### config.mk
export PLATFORM = sky130hd
export DESIGN_NAME = cnn_buf_top
export DESIGN_NICKNAME = d
export VERILOG_FILES = /design/src/cnn_buf_pkg.sv /design/src/mem_ctrl.sv /design/src/sync_fifo.sv /design/src/layer_ram.sv /design/src/operand_gather.sv /design/src/cnn_buf_top.sv
export VERILOG_INCLUDE_DIRS = /design/src
export SDC_FILE = /design/constraint.sdc
export NUM_CORES = 1
export LEC_CHECK = 0
export BUFFER_PORTS_ARGS = -buffer_cell sky130_fd_sc_hd__buf_2
export CORE_MARGIN = 10
export CORE_UTILIZATION = 50
export CTS_BUF_LIST = sky130_fd_sc_hd__clkbuf_16
export DETAILED_ROUTE_END_ITERATION = 10
export GPL_TIMING_DRIVEN = 0
export PLACE_DENSITY_LB_ADDON = 0.1
export SYNTH_ARGS = -nofsm -noshare
export SYNTH_HDL_FRONTEND = slang
export SYNTH_SLANG_ARGS = --single-unit
### constraint.sdc
create_clock -name clk -period 5.94 [get_ports clk]
set_clock_uncertainty 0.1 [all_clocks]
set_input_delay 0.297 -clock clk [delete_from_list [all_inputs] [get_ports clk]]
set_output_delay 0.297 -clock clk [all_outputs]
set_load 0.02 [all_outputs]
### src/cnn_buf_params.svh
`ifndef CNN_BUF_PARAMS_SVH
`define CNN_BUF_PARAMS_SVH

//////////////////////////////////////////////////////////////////////
// Payload widths
//////////////////////////////////////////////////////////////////////

// One bias word per FIFO entry
`define CNN_BIAS_W 16
`define CNN_WEIGHT_W 8
// Feature data word in the layer RAM
`define CNN_LAYER_W 16

//////////////////////////////////////////////////////////////////////
// Store depths
//////////////////////////////////////////////////////////////////////

`define CNN_FIFO_DEPTH 8
`define CNN_LAYER_DEPTH 16

`endif

### src/cnn_buf_pkg.sv
`include "cnn_buf_params.svh"

package cnn_buf_pkg;

    //////////////////////////////////////////////////////////////////////
    // Payload words
    //////////////////////////////////////////////////////////////////////

    typedef logic [`CNN_BIAS_W-1:0]   bias_t;
    typedef logic [`CNN_WEIGHT_W-1:0] weight_t;
    typedef logic [`CNN_LAYER_W-1:0]  layer_t;

    // Layer RAM address
    typedef logic [$clog2(`CNN_LAYER_DEPTH)-1:0] layer_addr_t;

    //////////////////////////////////////////////////////////////////////
    // Control and status
    //////////////////////////////////////////////////////////////////////

    // One bit per store, 1 means loading or reading it
    typedef struct packed {
        logic bias;
        logic weight;
        logic layer;
    } sel_t;

    // Data presented together with the load state
    typedef struct packed {
        bias_t   bias;
        weight_t weight;
        layer_t  layer;
    } load_word_t;

    // FIFO flag snapshot
    typedef struct packed {
        logic bias_full;
        logic bias_empty;
        logic weight_full;
        logic weight_empty;
    } mem_status_t;

    // Aligned operand word, valid bits first
    typedef struct packed {
        sel_t    valid;
        bias_t   bias;
        weight_t weight;
        layer_t  layer;
    } operand_t;

endpackage

### src/mem_ctrl.sv
`timescale 1ns/1ps
`include "cnn_buf_params.svh"

module mem_ctrl (
    input  logic                     clk,
    input  logic                     rst,
    input  logic                     ena,
    input  logic                     clear,
    input  cnn_buf_pkg::sel_t        load_state,
    input  cnn_buf_pkg::sel_t        read_state,
    input  logic                     bias_full,
    input  logic                     bias_empty,
    input  logic                     weight_full,
    input  logic                     weight_empty,
    output logic                     bias_wr,
    output logic                     bias_rd,
    output logic                     weight_wr,
    output logic                     weight_rd,
    output logic                     layer_we,
    output logic                     layer_re,
    output logic                     store_clr,
    output cnn_buf_pkg::layer_addr_t layer_wr_addr,
    output cnn_buf_pkg::layer_addr_t layer_rd_addr,
    output cnn_buf_pkg::sel_t        rd_issue,
    output logic                     load_done,
    output cnn_buf_pkg::mem_status_t mem_state
);

    // Last layer address before wrap
    localparam cnn_buf_pkg::layer_addr_t LAYER_LAST =
        cnn_buf_pkg::layer_addr_t'(`CNN_LAYER_DEPTH - 1);

    logic access_ok;

    //////////////////////////////////////////////////////////////////////
    // Enable decode
    //////////////////////////////////////////////////////////////////////

    // Clear takes the whole cycle, no access alongside it
    assign access_ok = ena & ~clear;
    assign store_clr = ena & clear;

    // Requests against a full or empty FIFO are dropped
    assign bias_wr   = access_ok & load_state.bias & ~bias_full;
    assign weight_wr = access_ok & load_state.weight & ~weight_full;
    assign bias_rd   = access_ok & read_state.bias & ~bias_empty;
    assign weight_rd = access_ok & read_state.weight & ~weight_empty;

    // Layer RAM has no flags
    assign layer_we = access_ok & load_state.layer;
    assign layer_re = access_ok & read_state.layer;

    // Reads actually issued this cycle
    assign rd_issue.bias   = bias_rd;
    assign rd_issue.weight = weight_rd;
    assign rd_issue.layer  = layer_re;

    //////////////////////////////////////////////////////////////////////
    // Layer pointers
    //////////////////////////////////////////////////////////////////////

    always_ff @(posedge clk or posedge rst)
    begin
        if (rst)
        begin
            layer_wr_addr <= '0;
            layer_rd_addr <= '0;
        end
        else if (store_clr)
        begin
            layer_wr_addr <= '0;
            layer_rd_addr <= '0;
        end
        else
        begin
            if (layer_we)
            begin
                layer_wr_addr <= (layer_wr_addr == LAYER_LAST) ? '0 : layer_wr_addr + 1'b1;
            end
            if (layer_re)
            begin
                layer_rd_addr <= (layer_rd_addr == LAYER_LAST) ? '0 : layer_rd_addr + 1'b1;
            end
        end
    end

    //////////////////////////////////////////////////////////////////////
    // Load-done flag and status snapshot
    //////////////////////////////////////////////////////////////////////

    always_ff @(posedge clk or posedge rst)
    begin
        if (rst)
        begin
            load_done              <= 1'b0;
            mem_state.bias_full    <= 1'b0;
            mem_state.bias_empty   <= 1'b1;
            mem_state.weight_full  <= 1'b0;
            mem_state.weight_empty <= 1'b1;
        end
        else if (ena)
        begin
            // Done once the loader drops every bit
            load_done              <= (load_state == '0);
            mem_state.bias_full    <= bias_full;
            mem_state.bias_empty   <= bias_empty;
            mem_state.weight_full  <= weight_full;
            mem_state.weight_empty <= weight_empty;
        end
    end

endmodule

### src/sync_fifo.sv
`timescale 1ns/1ps
`include "cnn_buf_params.svh"

module sync_fifo #(
    parameter type T     = logic [7:0],
    parameter int  DEPTH = `CNN_FIFO_DEPTH
) (
    input  logic clk,
    input  logic rst,
    input  logic clr,
    input  logic wr,
    input  logic rd,
    input  T     din,
    output T     dout,
    output logic full,
    output logic empty
);

    localparam int AW = $clog2(DEPTH);
    localparam logic [AW-1:0] PTR_LAST = AW'(DEPTH - 1);
    localparam logic [AW:0] COUNT_FULL = (AW + 1)'(DEPTH);

    T              mem [DEPTH];
    logic [AW-1:0] wr_ptr;
    logic [AW-1:0] rd_ptr;
    logic [AW:0]   count;
    logic          do_wr;
    logic          do_rd;

    assign full  = (count == COUNT_FULL);
    assign empty = (count == '0);

    // Guard against overrun and underrun locally as well
    assign do_wr = wr & ~full;
    assign do_rd = rd & ~empty;

    //////////////////////////////////////////////////////////////////////
    // Pointers and occupancy
    //////////////////////////////////////////////////////////////////////

    always_ff @(posedge clk or posedge rst)
    begin
        if (rst)
        begin
            wr_ptr <= '0;
            rd_ptr <= '0;
            count  <= '0;
        end
        else if (clr)
        begin
            wr_ptr <= '0;
            rd_ptr <= '0;
            count  <= '0;
        end
        else
        begin
            if (do_wr)
            begin
                wr_ptr <= (wr_ptr == PTR_LAST) ? '0 : wr_ptr + 1'b1;
            end
            if (do_rd)
            begin
                rd_ptr <= (rd_ptr == PTR_LAST) ? '0 : rd_ptr + 1'b1;
            end
            // Read plus write leaves the count alone
            if (do_wr && !do_rd)
            begin
                count <= count + 1'b1;
            end
            else if (do_rd && !do_wr)
            begin
                count <= count - 1'b1;
            end
        end
    end

    // Storage and registered read port
    always_ff @(posedge clk)
    begin
        if (do_wr)
        begin
            mem[wr_ptr] <= din;
        end
        if (do_rd)
        begin
            dout <= mem[rd_ptr];
        end
    end

endmodule

### src/layer_ram.sv
`timescale 1ns/1ps
`include "cnn_buf_params.svh"

module layer_ram (
    input  logic                     clk,
    input  logic                     we,
    input  cnn_buf_pkg::layer_addr_t wr_addr,
    input  cnn_buf_pkg::layer_addr_t rd_addr,
    input  cnn_buf_pkg::layer_t      wr_data,
    input  logic                     re,
    output cnn_buf_pkg::layer_t      rd_data
);

    //////////////////////////////////////////////////////////////////////
    // Feature data array
    //////////////////////////////////////////////////////////////////////

    cnn_buf_pkg::layer_t mem [`CNN_LAYER_DEPTH];

    // Write port
    always_ff @(posedge clk)
    begin
        if (we)
        begin
            mem[wr_addr] <= wr_data;
        end
    end

    // Read port, registered
    // Same-address collision returns the word before the write
    always_ff @(posedge clk)
    begin
        if (re)
        begin
            rd_data <= mem[rd_addr];
        end
    end

endmodule

### src/operand_gather.sv
`timescale 1ns/1ps

module operand_gather (
    input  logic                  clk,
    input  logic                  rst,
    input  cnn_buf_pkg::sel_t     rd_issue,
    input  cnn_buf_pkg::bias_t    bias_data,
    input  cnn_buf_pkg::weight_t  weight_data,
    input  cnn_buf_pkg::layer_t   layer_data,
    output cnn_buf_pkg::operand_t operand
);

    // Issue bits delayed to match the store output registers
    cnn_buf_pkg::sel_t issue_d;

    always_ff @(posedge clk or posedge rst)
    begin
        if (rst)
        begin
            issue_d <= '0;
        end
        else
        begin
            issue_d <= rd_issue;
        end
    end

    //////////////////////////////////////////////////////////////////////
    // Operand register
    //////////////////////////////////////////////////////////////////////

    always_ff @(posedge clk or posedge rst)
    begin
        if (rst)
        begin
            operand <= '0;
        end
        else
        begin
            // One valid pulse per issued read
            operand.valid <= issue_d;
            // Fields not read keep their old data
            if (issue_d.bias)
            begin
                operand.bias <= bias_data;
            end
            if (issue_d.weight)
            begin
                operand.weight <= weight_data;
            end
            if (issue_d.layer)
            begin
                operand.layer <= layer_data;
            end
        end
    end

endmodule

### src/cnn_buf_top.sv
`timescale 1ns/1ps
`include "cnn_buf_params.svh"

module cnn_buf_top (
    input  logic                     clk,
    input  logic                     rst,
    input  logic                     ena,
    input  logic                     clear,
    input  cnn_buf_pkg::sel_t        load_state,
    input  cnn_buf_pkg::sel_t        read_state,
    input  cnn_buf_pkg::load_word_t  load_data,
    output cnn_buf_pkg::operand_t    operand,
    output logic                     load_done,
    output cnn_buf_pkg::mem_status_t mem_state
);

    logic bias_wr;
    logic bias_rd;
    logic bias_full;
    logic bias_empty;
    logic weight_wr;
    logic weight_rd;
    logic weight_full;
    logic weight_empty;
    logic layer_we;
    logic layer_re;
    logic store_clr;

    cnn_buf_pkg::layer_addr_t layer_wr_addr;
    cnn_buf_pkg::layer_addr_t layer_rd_addr;
    cnn_buf_pkg::sel_t        rd_issue;
    cnn_buf_pkg::bias_t       bias_dout;
    cnn_buf_pkg::weight_t     weight_dout;
    cnn_buf_pkg::layer_t      layer_dout;

    //////////////////////////////////////////////////////////////////////
    // Control decode
    //////////////////////////////////////////////////////////////////////

    mem_ctrl u_mem_ctrl (
        .clk           (clk),
        .rst           (rst),
        .ena           (ena),
        .clear         (clear),
        .load_state    (load_state),
        .read_state    (read_state),
        .bias_full     (bias_full),
        .bias_empty    (bias_empty),
        .weight_full   (weight_full),
        .weight_empty  (weight_empty),
        .bias_wr       (bias_wr),
        .bias_rd       (bias_rd),
        .weight_wr     (weight_wr),
        .weight_rd     (weight_rd),
        .layer_we      (layer_we),
        .layer_re      (layer_re),
        .store_clr     (store_clr),
        .layer_wr_addr (layer_wr_addr),
        .layer_rd_addr (layer_rd_addr),
        .rd_issue      (rd_issue),
        .load_done     (load_done),
        .mem_state     (mem_state)
    );

    //////////////////////////////////////////////////////////////////////
    // Stores
    //////////////////////////////////////////////////////////////////////

    sync_fifo #(
        .T     (cnn_buf_pkg::bias_t),
        .DEPTH (`CNN_FIFO_DEPTH)
    ) u_bias_fifo (
        .clk   (clk),
        .rst   (rst),
        .clr   (store_clr),
        .wr    (bias_wr),
        .rd    (bias_rd),
        .din   (load_data.bias),
        .dout  (bias_dout),
        .full  (bias_full),
        .empty (bias_empty)
    );

    sync_fifo #(
        .T     (cnn_buf_pkg::weight_t),
        .DEPTH (`CNN_FIFO_DEPTH)
    ) u_weight_fifo (
        .clk   (clk),
        .rst   (rst),
        .clr   (store_clr),
        .wr    (weight_wr),
        .rd    (weight_rd),
        .din   (load_data.weight),
        .dout  (weight_dout),
        .full  (weight_full),
        .empty (weight_empty)
    );

    layer_ram u_layer_ram (
        .clk     (clk),
        .we      (layer_we),
        .wr_addr (layer_wr_addr),
        .rd_addr (layer_rd_addr),
        .wr_data (load_data.layer),
        .re      (layer_re),
        .rd_data (layer_dout)
    );

    // Operand alignment
    operand_gather u_operand_gather (
        .clk         (clk),
        .rst         (rst),
        .rd_issue    (rd_issue),
        .bias_data   (bias_dout),
        .weight_data (weight_dout),
        .layer_data  (layer_dout),
        .operand     (operand)
    );

endmodule

==> summary.txt, run 1 <==
Outcome
  – Outcome: complete, no violations

Logic synthesis
  – Synth warnings: 0
  – Synthesized-area fraction occupied by adder cells: between 1 and 1.5%
  – Compound-Gate Fraction of Synth Area: slightly above 3%
  – Post-synth EDFFs: 488
  – Mux contribution to synthesized area: 15.1%
  – Cells after Synth: 1,117
  – Syn Std Cell Area: 21,900 um2
  – Main combinational cell family by area after synthesis: multiplexers
  – Async SR Flop Fraction: 13.9%
  – Syn Nets: 1,187
  – Syn Area/Cell: 19.6 um2
  – Synth unique cells: 52
  – Sequential share of the synthesized area: 75.8%
  – Main flop type after synthesis: edfxtp_1
  – Post-Synth Simple-Gate Area: 3.07%
  – Yosys reg bits: 567
  – XOR/XNOR Fraction of Synth Area: 0.285%

Hold path
  – HP Class: in -> reg
  – Hold Path Depth: 4
  – Worst Hold End: u_bias_fifo.count[3]
  – HP Start: clear

Timing
  – Slew Viols, Final: 0
  – Final worst-path cycle share: 60.1%
  – Final setup violating endpoints: 0
  – Setup ws final: 2.37 ns
  – Hold slack: 0.0525 ns
  – Max Freq: 0.280 GHz
  – Slew at the pin closest to its max-slew limit: 1.24 ns
  – RSZ-0062 raised after global routing: false
  – Slew headroom: about 17%
  – Final hold vios: 0
  – Crit path time final: 3.57 ns
  – Setup TNS: 0 ns

Worst setup path
  – WS Path Type: in -> reg
  – Setup crit end kind: flip-flop
  – Critical Path AT: 4.01 ns
  – Worst EP required: 6.38 ns
  – CP Max Fanout: 23
  – R2r setup slk: approximately 2.5 ns
  – R2R cell count: 11
  – Critical R2R Launch: u_bias_fifo.count[0]
  – Worst R2R End: u_bias_fifo.count[3]
  – CP startpoint kind: input port

Global route
  – Grt ovf: 0
  – Vias in the first global route: about 11k
  – GRT Overall Usage: 18.1%
  – Largest net degree at the start of global routing: 62
  – First-pass GRT wire length: 71,700 um
  – Initial antenna violation count: 1

Clocking
  – Clk sinks: 567
  – Worst skew pair latency: 0.62 ns
  – CTS Buf Count: 56
  – Post-CTS sizing: 0
  – Clk root buf: clkbuf_16
  – H-Tree Depth: 2
  – CTS tree: done
  – CTS max path bufs: 3
  – Worst-path clk slew: about 0.060 ns

Final layout
  – FILL cells: 3,208
  – Diodes inserted: 0
  – Layout cells sized above 1: 27.9%
  – P&R area growth vs syn: 17.0%
  – Most frequent cells in the layout: edfxtp_1, buf_2, mux4_2
  – Commonest non-fill, non-tap cell in the layout: edfxtp_1
  – Nets: 1,404

Detailed routing
  – Wire per inst: roughly 24 um
  – TritonRoute pass-1 iters: 5
  – Vias/cell: ~5.5
  – Drt drc: 0
  – Initial drt markers: 836
  – Drt total wl: ~48,000 um
  – Via count: 10.9k
  – Detail Route Antenna Nets: 0

Power and ir drop
  – Leakage: 8.91 nW
  – Power per cell area: between 300 and 400 nW/um2
  – Peak VDD IR: 0.309 mV

Flow run
  – Max-Cap Viols: 0

Floorplan
  – Initial Util: ~50%
  – Core area: 43,300 um2
  – Die height: 229 um
  – Row cnt: between 70 and 80
  – Die W: 229 um
  – Die area: 52,700 um2
  – Io pins: 98

Place
  – DP HPWL: 29,800 um
  – DP Worst Slack: around 2.3 ns
  – RePlAce Congestion: 0.755
  – Port Buffers: 97
[layout make-up]
| cell class | instances | area [um2] | share of cell area (%) |
|---|---|---|---|
| Buffer | 59 | 259 | 1.01 |
| Inverter | 18 | 70.1 | 0.273 |
| Multi-Input combinational cell | 473 | 5060 | 19.7 |
| Timing Repair Buffer | 159 | 1150 | 4.47 |
| Sequential cell | 567 | 16600 | 64.8 |
| Clock inverter | 48 | 320 | 1.25 |
| Tap cell | 585 | 732 | 2.85 |
| Clock buffer | 58 | 1450 | 5.65 |
[critical path, cell delays in order]
cell and delay [ns]:
dlygate4sd3_1 0.54, buf_2 0.11, buf_2 0.23, nor2b_1 0.49, and3_1 0.24, clkbuf_2 0.58, inv_1 0.11, ha_1 0.26
inv_1 0.10, ha_1 0.24, a21o_1 0.18, a21oi_1 0.19, mux2i_1 0.25, mux2i_1 0.21
[cell families after synthesis]
| family | Yosys count |
|---|---|
| multiplexers | 223 |
| AND/OR/NAND/NOR | 131 |
| buffers and inverters | 77 |
| XOR/XNOR | 5 |
| flip-flops | 567 |
| adder cells (fa/ha/maj) | 20 |
| AO/OA/AOI/OAI | 94 |
[metal layers]
metal / track usage, % / part of all wire (%) / vias to the layer above
met4: 4.88 / 2.1 / 2
met2: 29.3 / 49 / 209
met1: 24.4 / 45 / 5657
met5: 0 / 0.015 / -
li1: - / - / 4937
met3: 3.92 / 4.6 / 72
[power by group]
group | internal [W] | switching [W]
Clock | 0.00193 | 0.00146
Sequential | 0.00456 | 0.000129
Combinational | 0.000608 | 0.000735
[cells in the mapped netlist (18+ instances only)]
cell type  instances  area [um2]
dfrtp_1           77        1930
a221oi_1          32         280
ha_1              18         225
buf_2             23         115
mux2_2            66         743
nand2_1           50         188
mux2i_1           77         771
nor2_1            23        86.3
mux4_2            80        1800
edfxtp_1         488       14700
clkbuf_1          30         113
o21ai_0           22         110
[timing repair]
item | CTS | global route
endpoints found under the hold margin | 528 | 0
buffers inserted | 0 | 0
hold buffers | 44 | 0
[how the worst max path moves through the flow]
stage,start,to,cells past startpoint
finish,ena,u_bias_fifo.count[3],14
floorplan,ena,u_bias_fifo.count[3],12
CTS,ena,u_bias_fifo.count[3],14
global placement,ena,u_bias_fifo.mem[0][3],5
detailed placement,ena,u_bias_fifo.count[3],13
global route,ena,u_bias_fifo.count[3],14
[state kept, by name, indices dropped and copies added, names as in the netlist, 4 cells and up]
signal                    flops
u_layer_ram.mem             256
u_bias_fifo.mem             128
u_weight_fifo.mem            64
u_operand_gather.operand     43
u_bias_fifo.dout             16
u_layer_ram.rd_data          16
u_weight_fifo.dout            8
u_bias_fifo.count             4
u_mem_ctrl.layer_rd_addr      4
u_mem_ctrl.layer_wr_addr      4
u_mem_ctrl.mem_state          4
u_weight_fifo.count           4
[metrics by stage]
| stage | utilization [%] | area, um2 | power [W] | std cells |
|---|---|---|---|---|
| 2_1_floorplan | - | 21900 | 0.00565 | 1117 |
| 3_5_place_dp | 54.2 | 23500 | 0.00612 | 1817 |
| 4_1_cts | 59.3 | 25700 | 0.00953 | 1967 |
| 6_report | 59.3 | 25700 | 0.00942 | 1967 |
| 5_1_grt | 59.3 | 25700 | 0.00980 | 1967 |
| 3_3_place_gp | 53.5 | 23200 | 0.00608 | 1799 |
(Power assumes the default switching activity.)
==> inputs of run 2 (changes only) <==
- ABC_AREA: default -> 1
- clock period: 5.94 -> 2.9 ns (I/O delays scaled with it)
==> summary.txt, run 2 <==
Clocking
  – CTS Buf Count: 56 (unchanged)
  – Worst-path clk slew: 0.06 ns (about the same)
  – Clk sinks: 567 (unchanged)
  – H-Tree Depth: 2 (unchanged)
  – CTS max path bufs: 3 (unchanged)
  – Post-CTS sizing: 0 (unchanged)
  – Worst skew pair latency: 0.62 ns (about the same)
  – CTS tree: done
  – Clk root buf: clkbuf_16

Worst setup path
  – Critical R2R Launch: u_bias_fifo.count[0]
  – CP Max Fanout: 8 (-65%)
  – R2R cell count: 6 (-5)
  – Max incr delay on CP: 0.66 ns (+0.08 ns)
  – Top delay family on crit path: buffers and inverters
  – Crit path buffers/inverters: 4 (-2)
  – Setup crit end kind: flip-flop
  – WS Path Type: in -> reg
  – Crit-path slowest cell: nor2_1
  – Worst EP required: 3.03 ns (-3.35 ns)
  – R2r setup slk: 0.57 ns (-1.95 ns)
  – Worst R2R End: u_bias_fifo.mem[2][5]
  – CP startpoint kind: input port
  – Worst-path cell chain: dlygate4sd3_1 > buf_2 > inv_1 > nand3_2 > dlygate4sd3_1 > a21oi_4 > nand2_1 > nor2_1
  – Critical Path Most Common Cell: dlygate4sd3_1
  – Critical Path AT: 2.69 ns (-1.32 ns)

Floorplan
  – Initial Util: 50.5% (-0.26 points)
  – Io pins: 98 (unchanged)
  – Die height: 231 um (+0.56%)
  – Die W: 231 um (+0.56%)
  – Core area: 44,000 um2 (+1.8%)
  – Row cnt: 77 (+1.3%)
  – Die area: 53,300 um2 (+1.1%)

Power and ir drop
  – Power per cell area: 770 nW/um2 (+110%)
  – Leakage: 9.55 nW (+7.2%)
  – Peak VDD IR: 0.499 mV (+62%)

Timing
  – Final setup violating endpoints: 0 (unchanged)
  – Slew at the pin closest to its max-slew limit: 0.978 ns (-0.260 ns)
  – Max Freq: 0.390 GHz
  – Final hold vios: 0 (unchanged)
  – Slew Viols, Final: 0 (unchanged)
  – Slew headroom: 34.8% (+17 points)
  – Crit path time final: roughly 2.6 ns
  – Final worst-path cycle share: 88.3%
  – RSZ-0062 raised after global routing: false

Logic synthesis
  – Synth area leader: edfxtp_1
  – Sequential share of the synthesized area: 74.9% (-0.92 points)
  – Main flop type after synthesis: edfxtp_1
  – Syn Area/Cell: 13.2 um2 (-33%)
  – Syn Std Cell Area: 22,200 um2 (+1.2%)
  – Synth top area cells: edfxtp_1, dfrtp_1, nand2_1
  – Synth warnings: 0 (unchanged)
  – Cells after Synth: 1,679 (+50%)
  – Synth top cells by count: edfxtp_1, nand2_1, nor2_1
  – Yosys reg bits: 567 (unchanged)
  – Most common cell in the netlist: edfxtp_1
  – Post-synth EDFFs: 488 (unchanged)
  – Async SR Flop Fraction: 13.9% (unchanged)
  – Synth unique cells: 37 (-29%)
  – Syn Nets: 1,749 (+47%)
  – Synth top area share: 66.0% (-0.81 points)

Global route
  – Vias in the first global route: 14.1k (+24%)
  – GRT Overall Usage: 20.9% (+2.8 points)
  – Initial antenna violation count: 0 (-1)
  – Grt ovf: 0 (unchanged)
  – Largest net degree at the start of global routing: 43 (-31%)
  – First-pass GRT wire length: 84,800 um (+18%)

Detailed routing
  – TritonRoute pass-1 iters: 5 (unchanged)
  – Detail Route Antenna Nets: 0 (unchanged)
  – Drt total wl: 56,400 um (+19%)
  – Via count: 14.1k (+30%)
  – Initial drt markers: 1,487 (+78%)
  – Drt drc: 0 (unchanged)
  – Vias/cell: 5.53 (about the same)
  – Wire per inst: 22.1 um (-8.5%)

Final layout
  – Final std cells w/o fill: 2,551 (+30%)
  – Top Registers: u_layer_ram.mem x256, u_bias_fifo.mem x128, u_weight_fifo.mem x64
  – Diodes inserted: 0 (unchanged)
  – Nets: 1,981 (+41%)
  – Post-route cell area: 26,200 um2 (+2.0%)
  – Post-layout util: 59.5% (+0.15 points)
  – P&R area growth vs syn: 17.9%
  – Most frequent cells in the layout: edfxtp_1, nand2_1, nor2_1
  – Commonest non-fill, non-tap cell in the layout: edfxtp_1
  – FILL cells: 3,546 (+11%)
  – Layout cells sized above 1: 17.3% (-11 points)
  – Biggest register: u_layer_ram.mem
  – Max reg flops: 256 (unchanged)

Hold path
  – HP Class: in -> async

Outcome
  – Outcome: complete, no violations

Place
  – RePlAce Congestion: 0.851 (+13%)
  – DP HPWL: 37,200 um (+25%)
  – Post-Place Cells: 2,393 (+32%)
  – Port Buffers: 97 (unchanged)
  – Dpl cell area: 23,900 um2 (+2.0%)

Flow run
  – Max-Cap Viols: 0 (unchanged)
==> run 2: cell types whose count changed in the layout (fill, tap and decap cells not counted), sizes merged, moves of 26 or more <==
cell,change
a21oi,+32
a221oi,-32
buf,+27
mux2,-26
mux2i,-77
mux4,-80
nand2,+234
nand3,+58
nor2,+241
o21ai,+128
o32ai,+48
==> run 2: how the worst max path moves through the flow <==
stage / start / endpoint / cells after the start
after global placement: rst / u_operand_gather.operand[13] / 2
final: clear / u_weight_fifo.mem[4][1] / 8
after global routing: clear / u_weight_fifo.mem[4][1] / 8
after CTS: clear / u_weight_fifo.mem[4][1] / 8
after detailed placement: clear / u_bias_fifo.mem[2][1] / 8
after floorplan: rst / u_bias_fifo.count[0] / 1
==> run 2: final cells by class <==
| type | count | area (um2) | share of cell area, % |
|---|---|---|---|
| flip-flops and latches | 567 | 16600 | 63.5 |
| inverters | 45 | 174 | 0.664 |
| repair buffers | 174 | 1440 | 5.50 |
| plain buffers | 86 | 423 | 1.61 |
| well taps | 592 | 741 | 2.83 |
| clock inverters | 49 | 310 | 1.18 |
| clock buffers | 57 | 1430 | 5.45 |
| multi-input cells | 981 | 5050 | 19.3 |
==> run 2: kinds of logic (layout without fill, tap and decap cells) <==
| logic type | count (synthesis) | after routing | synth area share [%] |
|---|---|---|---|
| mux | 40 | 40 | 2.03 |
| flops | 567 | 567 | 74.9 |
| fa+ha+maj | 20 | 20 | 1.19 |
| compound gates | 286 | 286 | 7.68 |
| buf+inv | 131 | 411 | 2.68 |
| xor+xnor | 6 | 6 | 0.237 |
| simple gates | 629 | 629 | 11.3 |
==> run 2: worst reg2reg max path: cells and delay by family (launching register included) <==
kind | cells | cell delay, ns
buffers and inverters | 1 | 0.15
and+or+nand+nor | 5 | 1.32
DFF | 1 | 0.40
==> run 2: repair_timing <==
item                      in CTS  in global routing
hold buffers                  52                  0
buffers inserted               0                  0
hold endpoints to repair     559                  0
==> run 2: metrics by stage <==
stage	power (W)	worst slack [ns]	setup TNS (ns)	hold WS (ns)
CTS	0.0203	0.344	0	0.0664
global placement	0.0134	-0.726	-72.85	0.244
detailed placement	0.0135	0.438	0	0.163
global route	0.0210	0.222	0	0.131
finish	0.0202	0.339	0	0.106
floorplan	0.0120	0.635	0	0.142
==> run 2: report_power, final <==
| part | switching, W | internal [W] |
|---|---|---|
| logic | 0.00243 | 0.00123 |
| registers | 0.000270 | 0.00940 |
| clock network | 0.00303 | 0.00383 |
==> run 2: layer usage <==
metal | vias to the layer above | part of all wire, % | track usage (%)
li1 | 6541 | - | -
met1 | 6963 | 42 | 27.0
met2 | 492 | 48 | 34.6
met3 | 109 | 6.4 | 3.65
met4 | 0 | 3.7 | 8.26
met5 | - | 0 | 0
==> inputs of run 3 (changes only) <==
- CORE_MARGIN: 10 -> 4
==> summary.txt, run 3 (same netlist as run 2, synthesis figures left out) <==
Outcome
  – Outcome: complete, no violations

Timing
  – Slew headroom: 32.2% (-2.6 points)
  – Slew at the pin closest to its max-slew limit: 1.01 ns (+0.0361 ns)
  – Slew Viols, Final: 0 (unchanged)
  – Final setup violating endpoints: 0 (unchanged)
  – Crit path time final: 2.66 ns (+0.0965 ns)
  – Hold slack: 0.0814 ns (-0.0247 ns)
  – RSZ-0062 raised after global routing: false
  – Max Freq: 0.376 GHz (-3.6%)
  – Final worst-path cycle share: 91.6% (+3.3 points)
  – Final hold vios: 0 (unchanged)

Worst setup path
  – Crit-path slowest cell: nor2_1
  – Top delay family on crit path: buffers and inverters
  – Critical Path Most Common Cell: dlygate4sd3_1
  – CP startpoint kind: input port
  – WS Path Type: in -> reg
  – Worst-path cell chain: dlygate4sd3_1 > buf_2 > nand3_2 > dlygate4sd3_1 > a21oi_4 > nand2_1 > nor2_1
  – CP Max Fanout: 8 (unchanged)
  – Setup crit end kind: flip-flop
  – Worst EP required: 3.01 ns (-0.02 ns)
  – Crit path buffers/inverters: 3 (-1)
  – Critical Path AT: 2.77 ns (+0.08 ns)
  – Max incr delay on CP: 0.80 ns (+0.14 ns)

Final layout
  – Top Registers: u_layer_ram.mem x256, u_bias_fifo.mem x128, u_weight_fifo.mem x64
  – Max reg flops: 256 (unchanged)
  – Commonest non-fill, non-tap cell in the layout: edfxtp_1
  – P&R area growth vs syn: 17.7%
  – Nets: 1,981 (unchanged)
  – Post-route cell area: 26,100 um2 (-0.20%)
  – Post-layout util: 60.2% (+0.66 points)
  – Biggest register: u_layer_ram.mem
  – Layout cells sized above 1: 16.7% (-0.56 points)
  – Diodes inserted: 0 (unchanged)
  – Final std cells w/o fill: 2,544 (-0.27%)
  – Most frequent cells in the layout: edfxtp_1, nand2_1, nor2_1

Clocking
  – Worst skew pair latency: 0.61 ns (about the same)
  – CTS max path bufs: 3 (unchanged)
  – CTS Buf Count: 56 (unchanged)
  – Clk root buf: clkbuf_16
  – Worst-path clk slew: 0.06 ns (about the same)
  – CTS tree: done
  – Post-CTS Setup Inserts: 0 (unchanged)
  – Clk sinks: 567 (unchanged)
  – H-Tree Depth: 2 (unchanged)

Place
  – Dpl cell area: 23,900 um2 (-0.25%)
  – RePlAce Congestion: 0.848 (-0.31%)
  – Port Buffers: 97 (unchanged)
  – Post-Place Cells: 2,386 (-0.29%)
  – DP HPWL: 36,800 um (-1.2%)

Floorplan
  – Initial Util: 51.1% (+0.66 points)
  – Row cnt: 76 (-1.3%)
  – Die height: 219 um (-5.2%)
  – Core area: 43,500 um2 (-1.3%)
  – Io pins: 98 (unchanged)
  – Die area: 47,900 um2 (-10%)
  – Die W: 219 um (-5.2%)

Detailed routing
  – Vias/cell: 5.56 (+0.64%)
  – Drt drc: 0 (unchanged)
  – TritonRoute pass-1 iters: 6 (+1)
  – Wire per inst: 22.1 um (-0.18%)
  – Via count: 14.2k (+0.36%)
  – Initial drt markers: 1,278 (-14%)
  – Detail Route Antenna Nets: 0 (unchanged)
  – Drt total wl: 56,200 um (-0.45%)

Global route
  – First-pass GRT wire length: 84,000 um (-0.95%)
  – GRT Overall Usage: 23.5% (+2.6 points)
  – Initial antenna violation count: 0 (unchanged)
  – Grt ovf: 0 (unchanged)
  – Largest net degree at the start of global routing: 56 (+30%)
  – Vias in the first global route: 14.0k (-0.37%)

Hold path
  – HP Class: in -> reg

Power and ir drop
  – Leakage: 9.54 nW (about the same)
  – Power per cell area: 773 nW/um2 (+0.36%)
  – Peak VDD IR: 0.541 mV (+8.4%)

Flow run
  – Max-Cap Viols: 0 (unchanged)
==> run 3: layout make-up <==
cell class,instances,area (um2)
fillers,3374,17300
flip-flops and latches,567,16600
multi-input cells,981,5050
clock buffers,57,1430
repair buffers,174,1390
well taps,585,732
plain buffers,86,423
clock inverters,49,317
inverters,45,174
==> run 3: worst reg2reg max path, cell delays in order (launching register included) <==
cell      delay, ns
dfrtp_1        0.43
buf_4          0.20
inv_4          0.07
clkbuf_1       0.45
o21ai_0        0.16
o22ai_1        0.39
o21ai_1        0.23
nand2_1        0.16
==> run 3: repair_timing <==
item / 4_1_cts / 5_1_grt
gates resized for setup: 0 / 0
hold buffers: 52 / 0
endpoints found under the hold margin: 562 / 0
endpoints found under the setup margin: 0 / 0
==> run 3: final timing paths <==
path,slack (ns),cells after the start,from,end
worst max register to register,0.56,7,u_mem_ctrl.layer_rd_addr[0],u_layer_ram.rd_data[7]
max in group asynchronous,1.49,5,rst,u_mem_ctrl.mem_state[2]
worst min-delay path,0.08,7,clear,u_weight_fifo.rd_ptr[1]
worst min register to register,0.27,0,u_operand_gather.issue_d[2],u_operand_gather.operand[42]
min in group asynchronous,0.58,4,rst,u_operand_gather.operand[4]
worst max-delay path,0.24,7,ena,u_weight_fifo.mem[4][1]
==> run 3: through the flow <==
stage / power, W / setup TNS (ns) / setup slack (ns)
floorplan: 0.0120 / 0 / 0.635
global placement: 0.0133 / -72.86 / -0.643
detailed placement: 0.0135 / 0 / 0.361
CTS: 0.0204 / 0 / 0.316
global route: 0.0211 / 0 / 0.150
finish: 0.0202 / 0 / 0.242
==> run 3: report_power, final <==
group / switching, W / total [W] / internal (W)
registers: 0.000269 / 0.00966 / 0.00940
clock network: 0.00298 / 0.00688 / 0.00390
logic: 0.00244 / 0.00366 / 0.00123
total: 0.00569 / 0.0202 / 0.0145
==> run 3: per-layer routing <==
layer	global-route usage, %	up-vias	part of all wire [%]
met5	0	-	0
met4	8.93	0	3.5
met3	3.30	101	6.7
met2	39.6	505	49
met1	31.4	7015	41
li1	-	6535	-
